File: src/vfu_settings.svh
// VFU sizing macros for lane count, element width and register addressing
`ifndef VFU_SETTINGS_SVH
`define VFU_SETTINGS_SVH

// Lane array
`define VFU_N_LANES 2
`define VFU_ELEN 32

// Vector register file
`define VFU_VREG_COUNT 32
`define VFU_WORDS_PER_VREG 4

// Wide enough for a full register of 8-bit elements
`define VFU_VL_W 6

`endif

File: src/vfu_isa_pkg.sv
// Instruction-level types of the VFU: operations, element widths, lane word views
`include "vfu_settings.svh"

package vfu_isa_pkg;

  // One lane-sized scalar
  typedef logic [`VFU_ELEN-1:0] elen_t;

  typedef enum logic [2:0] {
    OP_ADD  = 3'd0,
    OP_SUB  = 3'd1,
    OP_AND  = 3'd2,
    OP_OR   = 3'd3,
    OP_XOR  = 3'd4,
    OP_MINU = 3'd5,
    OP_MAXU = 3'd6
  } vfu_op_e;

  // Same encoding as the vtype SEW field
  typedef enum logic [1:0] {
    SEW_8  = 2'd0,
    SEW_16 = 2'd1,
    SEW_32 = 2'd2
  } vfu_sew_e;

  // One lane word seen as bytes, halfwords or a full word
  typedef union packed {
    logic [`VFU_ELEN/8-1:0][7:0]   b;
    logic [`VFU_ELEN/16-1:0][15:0] h;
    logic [`VFU_ELEN-1:0]          w;
  } lane_word_u;

endpackage

File: src/vfu_pipe_pkg.sv
// Pipeline-side types of the VFU: VRF words, byte enables, addresses and the tag
`include "vfu_settings.svh"

package vfu_pipe_pkg;

  localparam int unsigned VrfWordW = `VFU_N_LANES * `VFU_ELEN;
  localparam int unsigned VrfAddrW = $clog2(`VFU_VREG_COUNT * `VFU_WORDS_PER_VREG);

  typedef logic [VrfWordW-1:0]   vrf_word_t;
  typedef logic [VrfWordW/8-1:0] vrf_be_t;
  typedef logic [VrfAddrW-1:0]   vrf_addr_t;

  // Register index and vector length as seen in a request
  typedef logic [$clog2(`VFU_VREG_COUNT)-1:0] vreg_idx_t;
  typedef logic [`VFU_VL_W-1:0]                vfu_vl_t;

  typedef logic [2:0] vfu_id_t;

  // Travels with every word from issue to writeback
  typedef struct packed {
    vrf_addr_t waddr;
    vfu_id_t   id;
    logic      last;
  } vfu_tag_t;

endpackage

File: src/vfu_issue_if.sv
// Issue bus carrying one word per cycle from the sequencer to the execute stage
`timescale 1ns/10ps

interface vfu_issue_if
  import vfu_isa_pkg::*;
  import vfu_pipe_pkg::*;
();

  logic      issue_valid;
  vfu_op_e   op;
  vfu_sew_e  sew;

  // First operand is vs1, second is vs2
  vrf_word_t opa;
  vrf_word_t opb;
  elen_t     rs1;
  logic      use_vs1;

  // Elements still to process, including this word
  vfu_vl_t   elems_left;
  vfu_tag_t  tag;

  modport seq (
    output issue_valid, op, sew, opa, opb, rs1, use_vs1, elems_left, tag
  );

  modport lane (
    input issue_valid, op, sew, opa, opb, rs1, use_vs1, tag
  );

  modport wbe (
    input sew, elems_left, tag
  );

endinterface

File: src/vfu_sequencer.sv
// VFU sequencer: takes a request, walks the register words and issues one per cycle
`timescale 1ns/10ps
`include "vfu_settings.svh"

module vfu_sequencer
  import vfu_isa_pkg::*;
  import vfu_pipe_pkg::*;
(
  input  logic              clk_i,
  input  logic              rst_i,
  // Request
  input  logic              req_valid_i,
  output logic              req_ready_o,
  input  vfu_op_e           req_op_i,
  input  vfu_sew_e          req_sew_i,
  input  vfu_vl_t           req_vl_i,
  input  vreg_idx_t         req_vs1_i,
  input  vreg_idx_t         req_vs2_i,
  input  vreg_idx_t         req_vd_i,
  input  elen_t             req_rs1_i,
  input  logic              req_use_vs1_i,
  input  vfu_id_t           req_id_i,
  // VRF read, data comes back in the same cycle
  output vrf_addr_t         vrf_raddr1_o,
  output vrf_addr_t         vrf_raddr2_o,
  input  vrf_word_t         vrf_rdata1_i,
  input  vrf_word_t         vrf_rdata2_i,
  // Issue
  vfu_issue_if.seq          issue
);

  localparam int unsigned WordBytes = `VFU_N_LANES * `VFU_ELEN / 8;
  localparam int unsigned OffW      = $clog2(`VFU_WORDS_PER_VREG);

  function automatic vrf_addr_t word_addr(input vreg_idx_t vreg, input logic [OffW-1:0] off);
    return vrf_addr_t'(vreg) * vrf_addr_t'(`VFU_WORDS_PER_VREG) + vrf_addr_t'(off);
  endfunction

  //////////////////////////////////////////////////
  // Control state

  logic            busy_q;
  vfu_vl_t         left_q;
  logic [OffW-1:0] off_q;

  // Captured request
  vfu_op_e   op_q;
  vfu_sew_e  sew_q;
  vreg_idx_t vs1_q, vs2_q, vd_q;
  elen_t     rs1_q;
  logic      use_vs1_q;
  vfu_id_t   id_q;

  vfu_vl_t epw;
  logic    last_word;
  logic    accept;

  assign req_ready_o = !busy_q;
  assign accept      = req_valid_i && req_ready_o;

  // 8, 4 or 2 elements per VRF word
  assign epw       = vfu_vl_t'(WordBytes) >> sew_q;
  assign last_word = left_q <= epw;

  always_ff @(posedge clk_i) begin
    if (rst_i) begin
      busy_q <= 1'b0;
      left_q <= '0;
      off_q  <= '0;
    end else if (accept) begin
      busy_q <= 1'b1;
      left_q <= req_vl_i;
      off_q  <= '0;
    end else if (busy_q) begin
      if (last_word) begin
        busy_q <= 1'b0;
      end else begin
        left_q <= left_q - epw;
        off_q  <= off_q + 1'b1;
      end
    end
  end

  always_ff @(posedge clk_i) begin
    if (accept) begin
      op_q      <= req_op_i;
      sew_q     <= req_sew_i;
      vs1_q     <= req_vs1_i;
      vs2_q     <= req_vs2_i;
      vd_q      <= req_vd_i;
      rs1_q     <= req_rs1_i;
      use_vs1_q <= req_use_vs1_i;
      id_q      <= req_id_i;
    end
  end

  //////////////////////////////////////////////////
  // Operand read and issue

  assign vrf_raddr1_o = word_addr(vs1_q, off_q);
  assign vrf_raddr2_o = word_addr(vs2_q, off_q);

  assign issue.issue_valid = busy_q;
  assign issue.op          = op_q;
  assign issue.sew         = sew_q;
  assign issue.opa         = vrf_rdata1_i;
  assign issue.opb         = vrf_rdata2_i;
  assign issue.rs1         = rs1_q;
  assign issue.use_vs1     = use_vs1_q;
  assign issue.elems_left  = left_q;
  assign issue.tag         = '{waddr: word_addr(vd_q, off_q), id: id_q, last: last_word};

endmodule

File: src/vfu_lane_array.sv
// VFU lane array: element-wise integer operations on every lane, one register stage
`timescale 1ns/10ps
`include "vfu_settings.svh"

module vfu_lane_array
  import vfu_isa_pkg::*;
  import vfu_pipe_pkg::*;
(
  input  logic       clk_i,
  input  logic       rst_i,
  vfu_issue_if.lane  issue,
  output logic       res_valid_o,
  output vrf_word_t  res_word_o,
  output vfu_tag_t   res_tag_o
);

  localparam int unsigned Elen      = `VFU_ELEN;
  localparam int unsigned ElenB     = Elen / 8;
  localparam int unsigned WordBytes = `VFU_N_LANES * ElenB;

  // Operands arrive zero-extended, so the low bits hold the narrow result
  function automatic elen_t elem_op(input vfu_op_e op, input elen_t a, input elen_t b);
    elen_t res;
    case (op)
      OP_ADD:  res = b + a;
      OP_SUB:  res = b - a;   // vs2 minus vs1 or rs1
      OP_AND:  res = b & a;
      OP_OR:   res = b | a;
      OP_XOR:  res = b ^ a;
      OP_MINU: res = (a < b) ? a : b;
      OP_MAXU: res = (a > b) ? a : b;
      default: res = '0;
    endcase
    return res;
  endfunction

  //////////////////////////////////////////////////
  // Scalar replication

  vrf_word_t opa_word;
  vrf_word_t res_word;

  always_comb begin
    if (issue.use_vs1) begin
      opa_word = issue.opa;
    end else begin
      case (issue.sew)
        SEW_8:   opa_word = {WordBytes{issue.rs1[7:0]}};
        SEW_16:  opa_word = {(WordBytes / 2){issue.rs1[15:0]}};
        default: opa_word = {`VFU_N_LANES{issue.rs1}};
      endcase
    end
  end

  //////////////////////////////////////////////////
  // Lanes

  for (genvar l = 0; l < `VFU_N_LANES; l++) begin : gen_lanes
    lane_word_u a, b, r;

    assign a = opa_word[l*Elen +: Elen];
    assign b = issue.opb[l*Elen +: Elen];

    always_comb begin
      elen_t tmp;
      r = '0;
      case (issue.sew)
        SEW_8: begin
          for (int e = 0; e < ElenB; e++) begin
            tmp = elem_op(issue.op, elen_t'(a.b[e]), elen_t'(b.b[e]));
            r.b[e] = tmp[7:0];
          end
        end
        SEW_16: begin
          for (int e = 0; e < ElenB / 2; e++) begin
            tmp = elem_op(issue.op, elen_t'(a.h[e]), elen_t'(b.h[e]));
            r.h[e] = tmp[15:0];
          end
        end
        default: r.w = elem_op(issue.op, a.w, b.w);
      endcase
    end

    assign res_word[l*Elen +: Elen] = r;
  end

  // Result stage
  always_ff @(posedge clk_i) begin
    if (rst_i) begin
      res_valid_o <= 1'b0;
    end else begin
      res_valid_o <= issue.issue_valid;
    end
  end

  always_ff @(posedge clk_i) begin
    res_word_o <= res_word;
    res_tag_o  <= issue.tag;
  end

endmodule

File: src/vfu_wbe_gen.sv
// VFU byte-enable generator: write mask of each issued word, aligned with the lanes
`timescale 1ns/10ps
`include "vfu_settings.svh"

module vfu_wbe_gen
  import vfu_pipe_pkg::*;
(
  input  logic      clk_i,
  input  logic      rst_i,
  vfu_issue_if.wbe  issue,
  output vrf_be_t   be_o
);

  // Element count scaled to bytes, up to four bytes per element
  logic [`VFU_VL_W+1:0] nbytes;
  vrf_be_t              be_d;

  assign nbytes = {2'b00, issue.elems_left} << issue.sew;

  // Only the last word is partial, its low bytes are kept
  always_comb begin
    if (issue.tag.last) begin
      be_d = ~(vrf_be_t'('1) << nbytes);
    end else begin
      be_d = '1;
    end
  end

  always_ff @(posedge clk_i) begin
    if (rst_i) begin
      be_o <= '0;
    end else begin
      be_o <= be_d;
    end
  end

endmodule

File: src/vfu_writeback.sv
// VFU writeback: drives the VRF write port and the completion pulse
`timescale 1ns/10ps

module vfu_writeback
  import vfu_pipe_pkg::*;
(
  input  logic      clk_i,
  input  logic      rst_i,
  // From the lane array and the byte-enable generator
  input  logic      res_valid_i,
  input  vrf_word_t res_word_i,
  input  vfu_tag_t  res_tag_i,
  input  vrf_be_t   be_i,
  // VRF write
  output vrf_addr_t vrf_waddr_o,
  output vrf_word_t vrf_wdata_o,
  output logic      vrf_we_o,
  output vrf_be_t   vrf_wbe_o,
  // Response
  output logic      rsp_valid_o,
  output vfu_id_t   rsp_id_o
);

  vfu_tag_t tag_q;

  always_ff @(posedge clk_i) begin
    if (rst_i) begin
      vrf_we_o <= 1'b0;
    end else begin
      vrf_we_o <= res_valid_i;
    end
  end

  always_ff @(posedge clk_i) begin
    tag_q       <= res_tag_i;
    vrf_wdata_o <= res_word_i;
    vrf_wbe_o   <= be_i;
  end

  assign vrf_waddr_o = tag_q.waddr;

  // Completion goes out with the write of the last word
  assign rsp_valid_o = vrf_we_o && tag_q.last;
  assign rsp_id_o    = tag_q.id;

endmodule

File: src/vfu_top.sv
// Integer vector functional unit top: sequencer, lane array, mask and writeback
`timescale 1ns/10ps

module vfu_top
  import vfu_isa_pkg::*;
  import vfu_pipe_pkg::*;
(
  input  logic      clk_i,
  input  logic      rst_i,
  // Request
  input  logic      req_valid_i,
  output logic      req_ready_o,
  input  vfu_op_e   req_op_i,
  input  vfu_sew_e  req_sew_i,
  input  vfu_vl_t   req_vl_i,
  input  vreg_idx_t req_vs1_i,
  input  vreg_idx_t req_vs2_i,
  input  vreg_idx_t req_vd_i,
  input  elen_t     req_rs1_i,
  input  logic      req_use_vs1_i,
  input  vfu_id_t   req_id_i,
  // VRF read
  output vrf_addr_t vrf_raddr1_o,
  output vrf_addr_t vrf_raddr2_o,
  input  vrf_word_t vrf_rdata1_i,
  input  vrf_word_t vrf_rdata2_i,
  // VRF write
  output vrf_addr_t vrf_waddr_o,
  output vrf_word_t vrf_wdata_o,
  output logic      vrf_we_o,
  output vrf_be_t   vrf_wbe_o,
  // Response
  output logic      rsp_valid_o,
  output vfu_id_t   rsp_id_o
);

  vfu_issue_if issue_bus ();

  logic      res_valid;
  vrf_word_t res_word;
  vfu_tag_t  res_tag;
  vrf_be_t   res_be;

  //////////////////////////////////////////////////
  // Issue

  vfu_sequencer u_sequencer (
    .clk_i         (clk_i),
    .rst_i         (rst_i),
    .req_valid_i   (req_valid_i),
    .req_ready_o   (req_ready_o),
    .req_op_i      (req_op_i),
    .req_sew_i     (req_sew_i),
    .req_vl_i      (req_vl_i),
    .req_vs1_i     (req_vs1_i),
    .req_vs2_i     (req_vs2_i),
    .req_vd_i      (req_vd_i),
    .req_rs1_i     (req_rs1_i),
    .req_use_vs1_i (req_use_vs1_i),
    .req_id_i      (req_id_i),
    .vrf_raddr1_o  (vrf_raddr1_o),
    .vrf_raddr2_o  (vrf_raddr2_o),
    .vrf_rdata1_i  (vrf_rdata1_i),
    .vrf_rdata2_i  (vrf_rdata2_i),
    .issue         (issue_bus)
  );

  //////////////////////////////////////////////////
  // Execute, results and masks side by side

  vfu_lane_array u_lane_array (
    .clk_i       (clk_i),
    .rst_i       (rst_i),
    .issue       (issue_bus),
    .res_valid_o (res_valid),
    .res_word_o  (res_word),
    .res_tag_o   (res_tag)
  );

  vfu_wbe_gen u_wbe_gen (
    .clk_i (clk_i),
    .rst_i (rst_i),
    .issue (issue_bus),
    .be_o  (res_be)
  );

  vfu_writeback u_writeback (
    .clk_i       (clk_i),
    .rst_i       (rst_i),
    .res_valid_i (res_valid),
    .res_word_i  (res_word),
    .res_tag_i   (res_tag),
    .be_i        (res_be),
    .vrf_waddr_o (vrf_waddr_o),
    .vrf_wdata_o (vrf_wdata_o),
    .vrf_we_o    (vrf_we_o),
    .vrf_wbe_o   (vrf_wbe_o),
    .rsp_valid_o (rsp_valid_o),
    .rsp_id_o    (rsp_id_o)
  );

endmodule

File: config.mk
export PLATFORM = sky130hd
export DESIGN_NAME = vfu_top
export DESIGN_NICKNAME = d
export VERILOG_FILES = /design/src/vfu_isa_pkg.sv /design/src/vfu_pipe_pkg.sv /design/src/vfu_issue_if.sv /design/src/vfu_sequencer.sv /design/src/vfu_lane_array.sv /design/src/vfu_wbe_gen.sv /design/src/vfu_writeback.sv /design/src/vfu_top.sv
export VERILOG_INCLUDE_DIRS = /design/src
export SDC_FILE = /design/constraint.sdc
export NUM_CORES = 1
export LEC_CHECK = 0
export BUFFER_PORTS_ARGS = -buffer_cell sky130_fd_sc_hd__buf_4
export CORE_MARGIN = 5
export CORE_UTILIZATION = 40
export CTS_BUF_LIST = sky130_fd_sc_hd__clkbuf_4 sky130_fd_sc_hd__clkbuf_8
export CTS_CLUSTER_SIZE = 16
export DETAILED_ROUTE_END_ITERATION = 7
export GPL_ROUTABILITY_DRIVEN = 0
export SLEW_MARGIN = 15
export SYNTH_ARGS = -nofsm -noshare
export SYNTH_HDL_FRONTEND = slang
export SYNTH_HIERARCHICAL = 1
export SYNTH_SLANG_ARGS = --single-unit
File: constraint.sdc
create_clock -name clk_i -period 6.7 [get_ports clk_i]
set_input_delay 0.335 -clock clk_i [delete_from_list [all_inputs] [get_ports clk_i]]
set_output_delay 0.335 -clock clk_i [all_outputs]
set_load 0.1 [all_outputs]
### Word-level counts from Yosys, hierarchy flattened

Cells that the tools add are included.

* register bits after elaboration: 233
* bits of input ports: 193
* output and inout bits: 99
* logic and storage cells: 202

* $add $sub $neg: 33
* order comparisons: 29
* equal/unequal tests: 8
* shift operators: 3
* muxes and demuxes: 53
* bitwise operators: 44
* reduce and logical (&&, ||, !) cells: 9

Operators with widths (number)
* 16-bit one-hot mux with 7 select lines: 4
* 32-bit one-hot mux with 7 select lines: 2
* 8-bit one-hot mux with 7 select lines: 8
* 8-bit 2-to-1 mux: 17
* 16-bit 2-to-1 mux: 8
* 32-bit 2-to-1 mux: 4
* 32-bit one-hot mux with 2 select lines: 2
* 64-bit one-hot mux with 2 select lines: 1
* 16-bit adder: 4
* 32-bit adder: 2
* 8-bit adder: 8
* 16-bit bitwise AND: 4
* 32-bit bitwise AND: 2
* 8-bit bitwise AND: 8
* 16-bit greater-than comparator: 4
* 32-bit greater-than comparator: 2
* 8-bit greater-than comparator: 8
* 16-bit < comparator: 4
* 32-bit < comparator: 2
* 8-bit < comparator: 8
* 64-bit 2-to-1 mux: 1
* 16-bit bitwise OR: 4
* 32-bit bitwise OR: 2
* 8-bit bitwise OR: 8
* other kinds (29): 62

### Logic depth before layout (Yosys ltp)

* depth after elaboration: 7
* depth in mapped cells: 21
* mapped depth without buffers: 16

### Cells and area by module

Netlist, hierarchy kept.

By module, submodules not included
* vfu_lane_array: instances 1, cells each 3271, area each 22283.9 um^2, seq. area each 1521.5 um^2
* vfu_sequencer: instances 1, cells each 272, area each 3399.5 um^2, seq. area each 1861.8 um^2
* vfu_writeback: instances 1, cells each 96, area each 1776.7 um^2, seq. area each 1681.6 um^2
* vfu_wbe_gen: instances 1, cells each 40, area each 389.1 um^2, seq. area each 160.2 um^2

### Least setup slack after synthesis

No wires, ideal clock.

* kind: reg-to-reg
* from: register u_sequencer.sew_q[0], in the netlist u_sequencer/issue.sew[0]
* to: register u_lane_array.res_word_o[48]
* setup time: 0.122 ns
* arrival: 4.617 ns
* data required time: 6.578 ns
* slack: 1.961 ns
* cell stages (with the launch flop): 20
* path buffers: 4
* clock period less this slack: 4.739 ns
* cell sequence: edfxtp_1 > clkbuf_1 > clkbuf_1 > nor2_1 > clkbuf_1 > nand2_1 > and3_1 > a21oi_1 > inv_1 > ha_1 > clkbuf_1 > or4_1 > nor3_1 > nand2_1 > or3_1 > a21boi_4 > nand2_4 > mux2i_1 > o221ai_1 > a221o_1

RTL lines
* start, declared: line vfu_sequencer.sv:48 `vfu_sew_e sew_q;`
* start signal, assigned: line vfu_sequencer.sv:87 `sew_q <= req_sew_i;`
* end signal, assigned: line vfu_lane_array.sv:97 `res_word_o <= res_word;`
* end, declared: line vfu_lane_array.sv:13 `output vrf_word_t res_word_o,`

==> impl_metrics.ini <==
[yosys]
synth.net_count = 4106
ys_seq_area_frac = 0.188
synth_area_um2 = 27800
ys_types = 111
synth.area.top_cells = dfxtp_1, ha_1, edfxtp_1, a21oi_1, mux2i_1
synth_common_cells = a21oi_1, nor2_1, nand2_1
synth_seq_cells = 233
netlist_instances = 3679
yosysMostFrequentCell = a21oi_1
async_reset_ff_frac = 0
synth.avg_cell_area_um2 = 7.57
yosysTopAreaCell = dfxtp_1
synth_edf_count = 56
synth_warnings = 6
synth_flop_cell = dfxtp_1
synth.top_cell.area_share = 0.127

[finish]
regArea_um2 = 5230
nets = 4195
syn2layout_area_growth_pct = 14.1
final_cell_area_um2 = 31800
layout.cells.non_filler = 4743
post-route-util = 0.462
multi_input_area_um2 = 19600
nFillCells = 6917
drive_gt1_frac = 0.154

[placement]
place_area_um2 = 29800
io_buffers = 291
dp_worst_setup_slack_ns = 0.793
placedCellCount = 4582
dp.final_hpwl_um = 92500

[global_routing]
antenna_found_initial = 6
grt-ovfl-total = 0
grt_pass1_vias = 29069
grt_pass1_wl_um = 189000
grt_usage = 0.326
grt_max_degree = 81

[sta]
max_freq_mhz = 162
fin_setup_tns_ns = 0
finalSetupViolCount = 0
hold_viol = 0
rsz0062_at_grt = false
slew_headroom = 0.177
worst_slack_ns = 0.536
skew_ns = 0.0707
tightest_slew_ns = 1.23
timing.hold.ws_ns = 0.0489
finalCriticalPeriod_ns = 6.16
slew_violations = 0
fin_crit_sh = 0.920

[setup_path]
crit_path_max_fanout = 18
cp-startpoint = u_sequencer/issue.sew[0]$_DFFE_PP_
critical_path_class = flop to flop
cp-start-kind = flop
crit_required_ns = 7.24
r2r_cells = 18
end_kind = flop
r2r_slack_ns = 0.54
cp-endpoint = u_lane_array/res_word_o[37]$_DFF_P_
rr_startpoint = u_sequencer/issue.sew[0]$_DFFE_PP_
arrival_ns = 6.70
r2r-end = u_lane_array/res_word_o[37]$_DFF_P_

[min_path]
hp-class = primary input to flop

[run_status]
outcome = complete, no violations

[floorplanning]
start_util = 0.405
rows = 96
ios = 292
dieWidth_um = 274
die_h_um = 274
core_um2 = 68800
die_area_um2 = 75000

[routing]
vias = 31598
wirelength_um = 130000
via_per_inst = 6.66
first_pass_iters = 7
wl_per_cell_um = 27.3
drc = 0
final_antenna_net_count = 0
drt-initial-drc-count = 4820

[clock_network]
root_buffer = clkbuf_8
h-tree-depth = 2
cts_tree = done
clock_sinks = 233
cts_buffers = 46
cts_max_path_buffers = 3
post_cts_buffers = 0
clk_pin_slew_worst_paths_ns = 0.07
insertion_delay_ns = 0.70

[pwr]
p_leak_nw = 13.2
power.total_mw = 8.51
peakVddDrop_mv = 0.186
powerDensity_nw_per_um2 = 268

[job]
max_cap_viol_count = 0
worst max-delay path: stages (launching register included):
cell and delay, ns:
edfxtp_1 0.64, nor2_1 0.66, buf_4 0.35, nand2_1 0.07
and3_1 0.23, a21oi_1 0.12, buf_4 0.16, inv_1 0.06
ha_1 0.51, or4_1 0.61, nor3_1 0.34, nand2_1 0.15
or3_1 0.35, a21boi_4 0.16, nand2_4 0.32, a22o_1 0.60
buf_4 0.32, a22oi_1 0.11, o2111ai_1 0.27
power by group:
group	total (mW)	internal, mW	switching (mW)	leakage, nW
Sequential	1.85	1.71	0.140	2.02
Clock	1.97	1.20	0.770	0.622
Combinational	4.70	1.42	3.28	10.6
Total	8.51	4.32	4.19	13.2
worst min-delay path by stage:
stage | depth (start not counted) | slack, ns | end | startpoint
global placement | 0 | 0.31 | u_writeback/vrf_wdata_o[52]$_DFF_P_ | u_lane_array/res_word_o[52]$_DFF_P_
finish | 3 | 0.05 | u_lane_array/res_word_o[14]$_DFF_P_ | vrf_rdata2_i[14]
detailed placement | 0 | 0.31 | u_writeback/vrf_wdata_o[34]$_DFF_P_ | u_lane_array/res_word_o[34]$_DFF_P_
CTS | 3 | 0.002 | u_lane_array/res_word_o[14]$_DFF_P_ | vrf_rdata2_i[14]
global route | 3 | 0.06 | u_lane_array/res_word_o[7]$_DFF_P_ | vrf_rdata2_i[7]
floorplan | 0 | 0.31 | u_writeback/rsp_id_o[0]$_DFF_P_ | u_lane_array/res_tag_o[1]$_DFF_P_
cell usage in the layout, fill, tap and decap left out, types with 101 or more instances in the layout:
cell type	Yosys	routed
buf_4	150	388
a21oi_1	335	335
nor2_1	247	243
nand2_1	244	239
inv_1	241	239
ha_1	217	217
o21ai_0	203	203
dfxtp_1	177	177
mux2i_1	122	122
o221ai_1	101	101
kinds of logic (layout without fill, tap and decap cells):
| kind of cell | count (synthesis) | after routing | share of synthesized area |
|---|---|---|---|
| AO/OA/AOI/OAI | 1437 | 1437 | 0.360 |
| XOR/XNOR | 71 | 71 | 0.0223 |
| adder cells (fa/ha/maj) | 234 | 234 | 0.110 |
| buffers and inverters | 665 | 792 | 0.113 |
| flip-flops | 233 | 233 | 0.188 |
| multiplexers | 135 | 135 | 0.0492 |
| other | 0 | 6 | 0 |
| AND/OR/NAND/NOR | 904 | 904 | 0.158 |
sequential cells by signal (all words and copies together) (netlist names):
name                           count
u_sequencer/issue.issue_valid      1
u_writeback/rsp_id_o               3
u_sequencer/id_q                   3
u_writeback/vrf_we_o               1
u_sequencer/vd_q                   5
u_sequencer/issue.sew              2
u_lane_array/res_valid_o           1
u_sequencer/vs1_q                  5
u_writeback/vrf_waddr_o            7
u_sequencer/off_q                  2
u_writeback/vrf_wbe_o              8
u_sequencer/issue.use_vs1          1
u_wbe_gen/be_o                     8
u_writeback/tag_q                  1
u_sequencer/issue.op               3
u_lane_array/res_tag_o            11
u_sequencer/vs2_q                  5
u_sequencer/issue.elems_left       6
u_lane_array/res_word_o           64
u_writeback/vrf_wdata_o           64
u_sequencer/issue.rs1             32
cell type report:
class / instances / share of cell area
Multi-Input combinational cell: 2781 / 0.616
Sequential cell: 233 / 0.164
Timing Repair Buffer: 458 / 0.114
Tap cell: 931 / 0.0367
Inverter: 248 / 0.0293
Clock buffer: 62 / 0.0257
Clock inverter: 24 / 0.0130
Antenna cell: 6 / 0.000473
metal layers:
layer  track usage  up-vias  share of wire
met5             0        -       0.000085
met4         0.200        2          0.080
li1              -    13864              -
met1         0.425    14806           0.38
met3        0.0777      575           0.12
met2         0.489     2351           0.42
what timing repair did:
| action | CTS | global route |
|---|---|---|
| gates resized for setup | 0 | 0 |
| endpoints found under the hold margin | 80 | 0 |
| setup endpoints to repair | 0 | 0 |
| hold buffers | 69 | 0 |
Note: power is estimated with default switching activity, not from simulation.
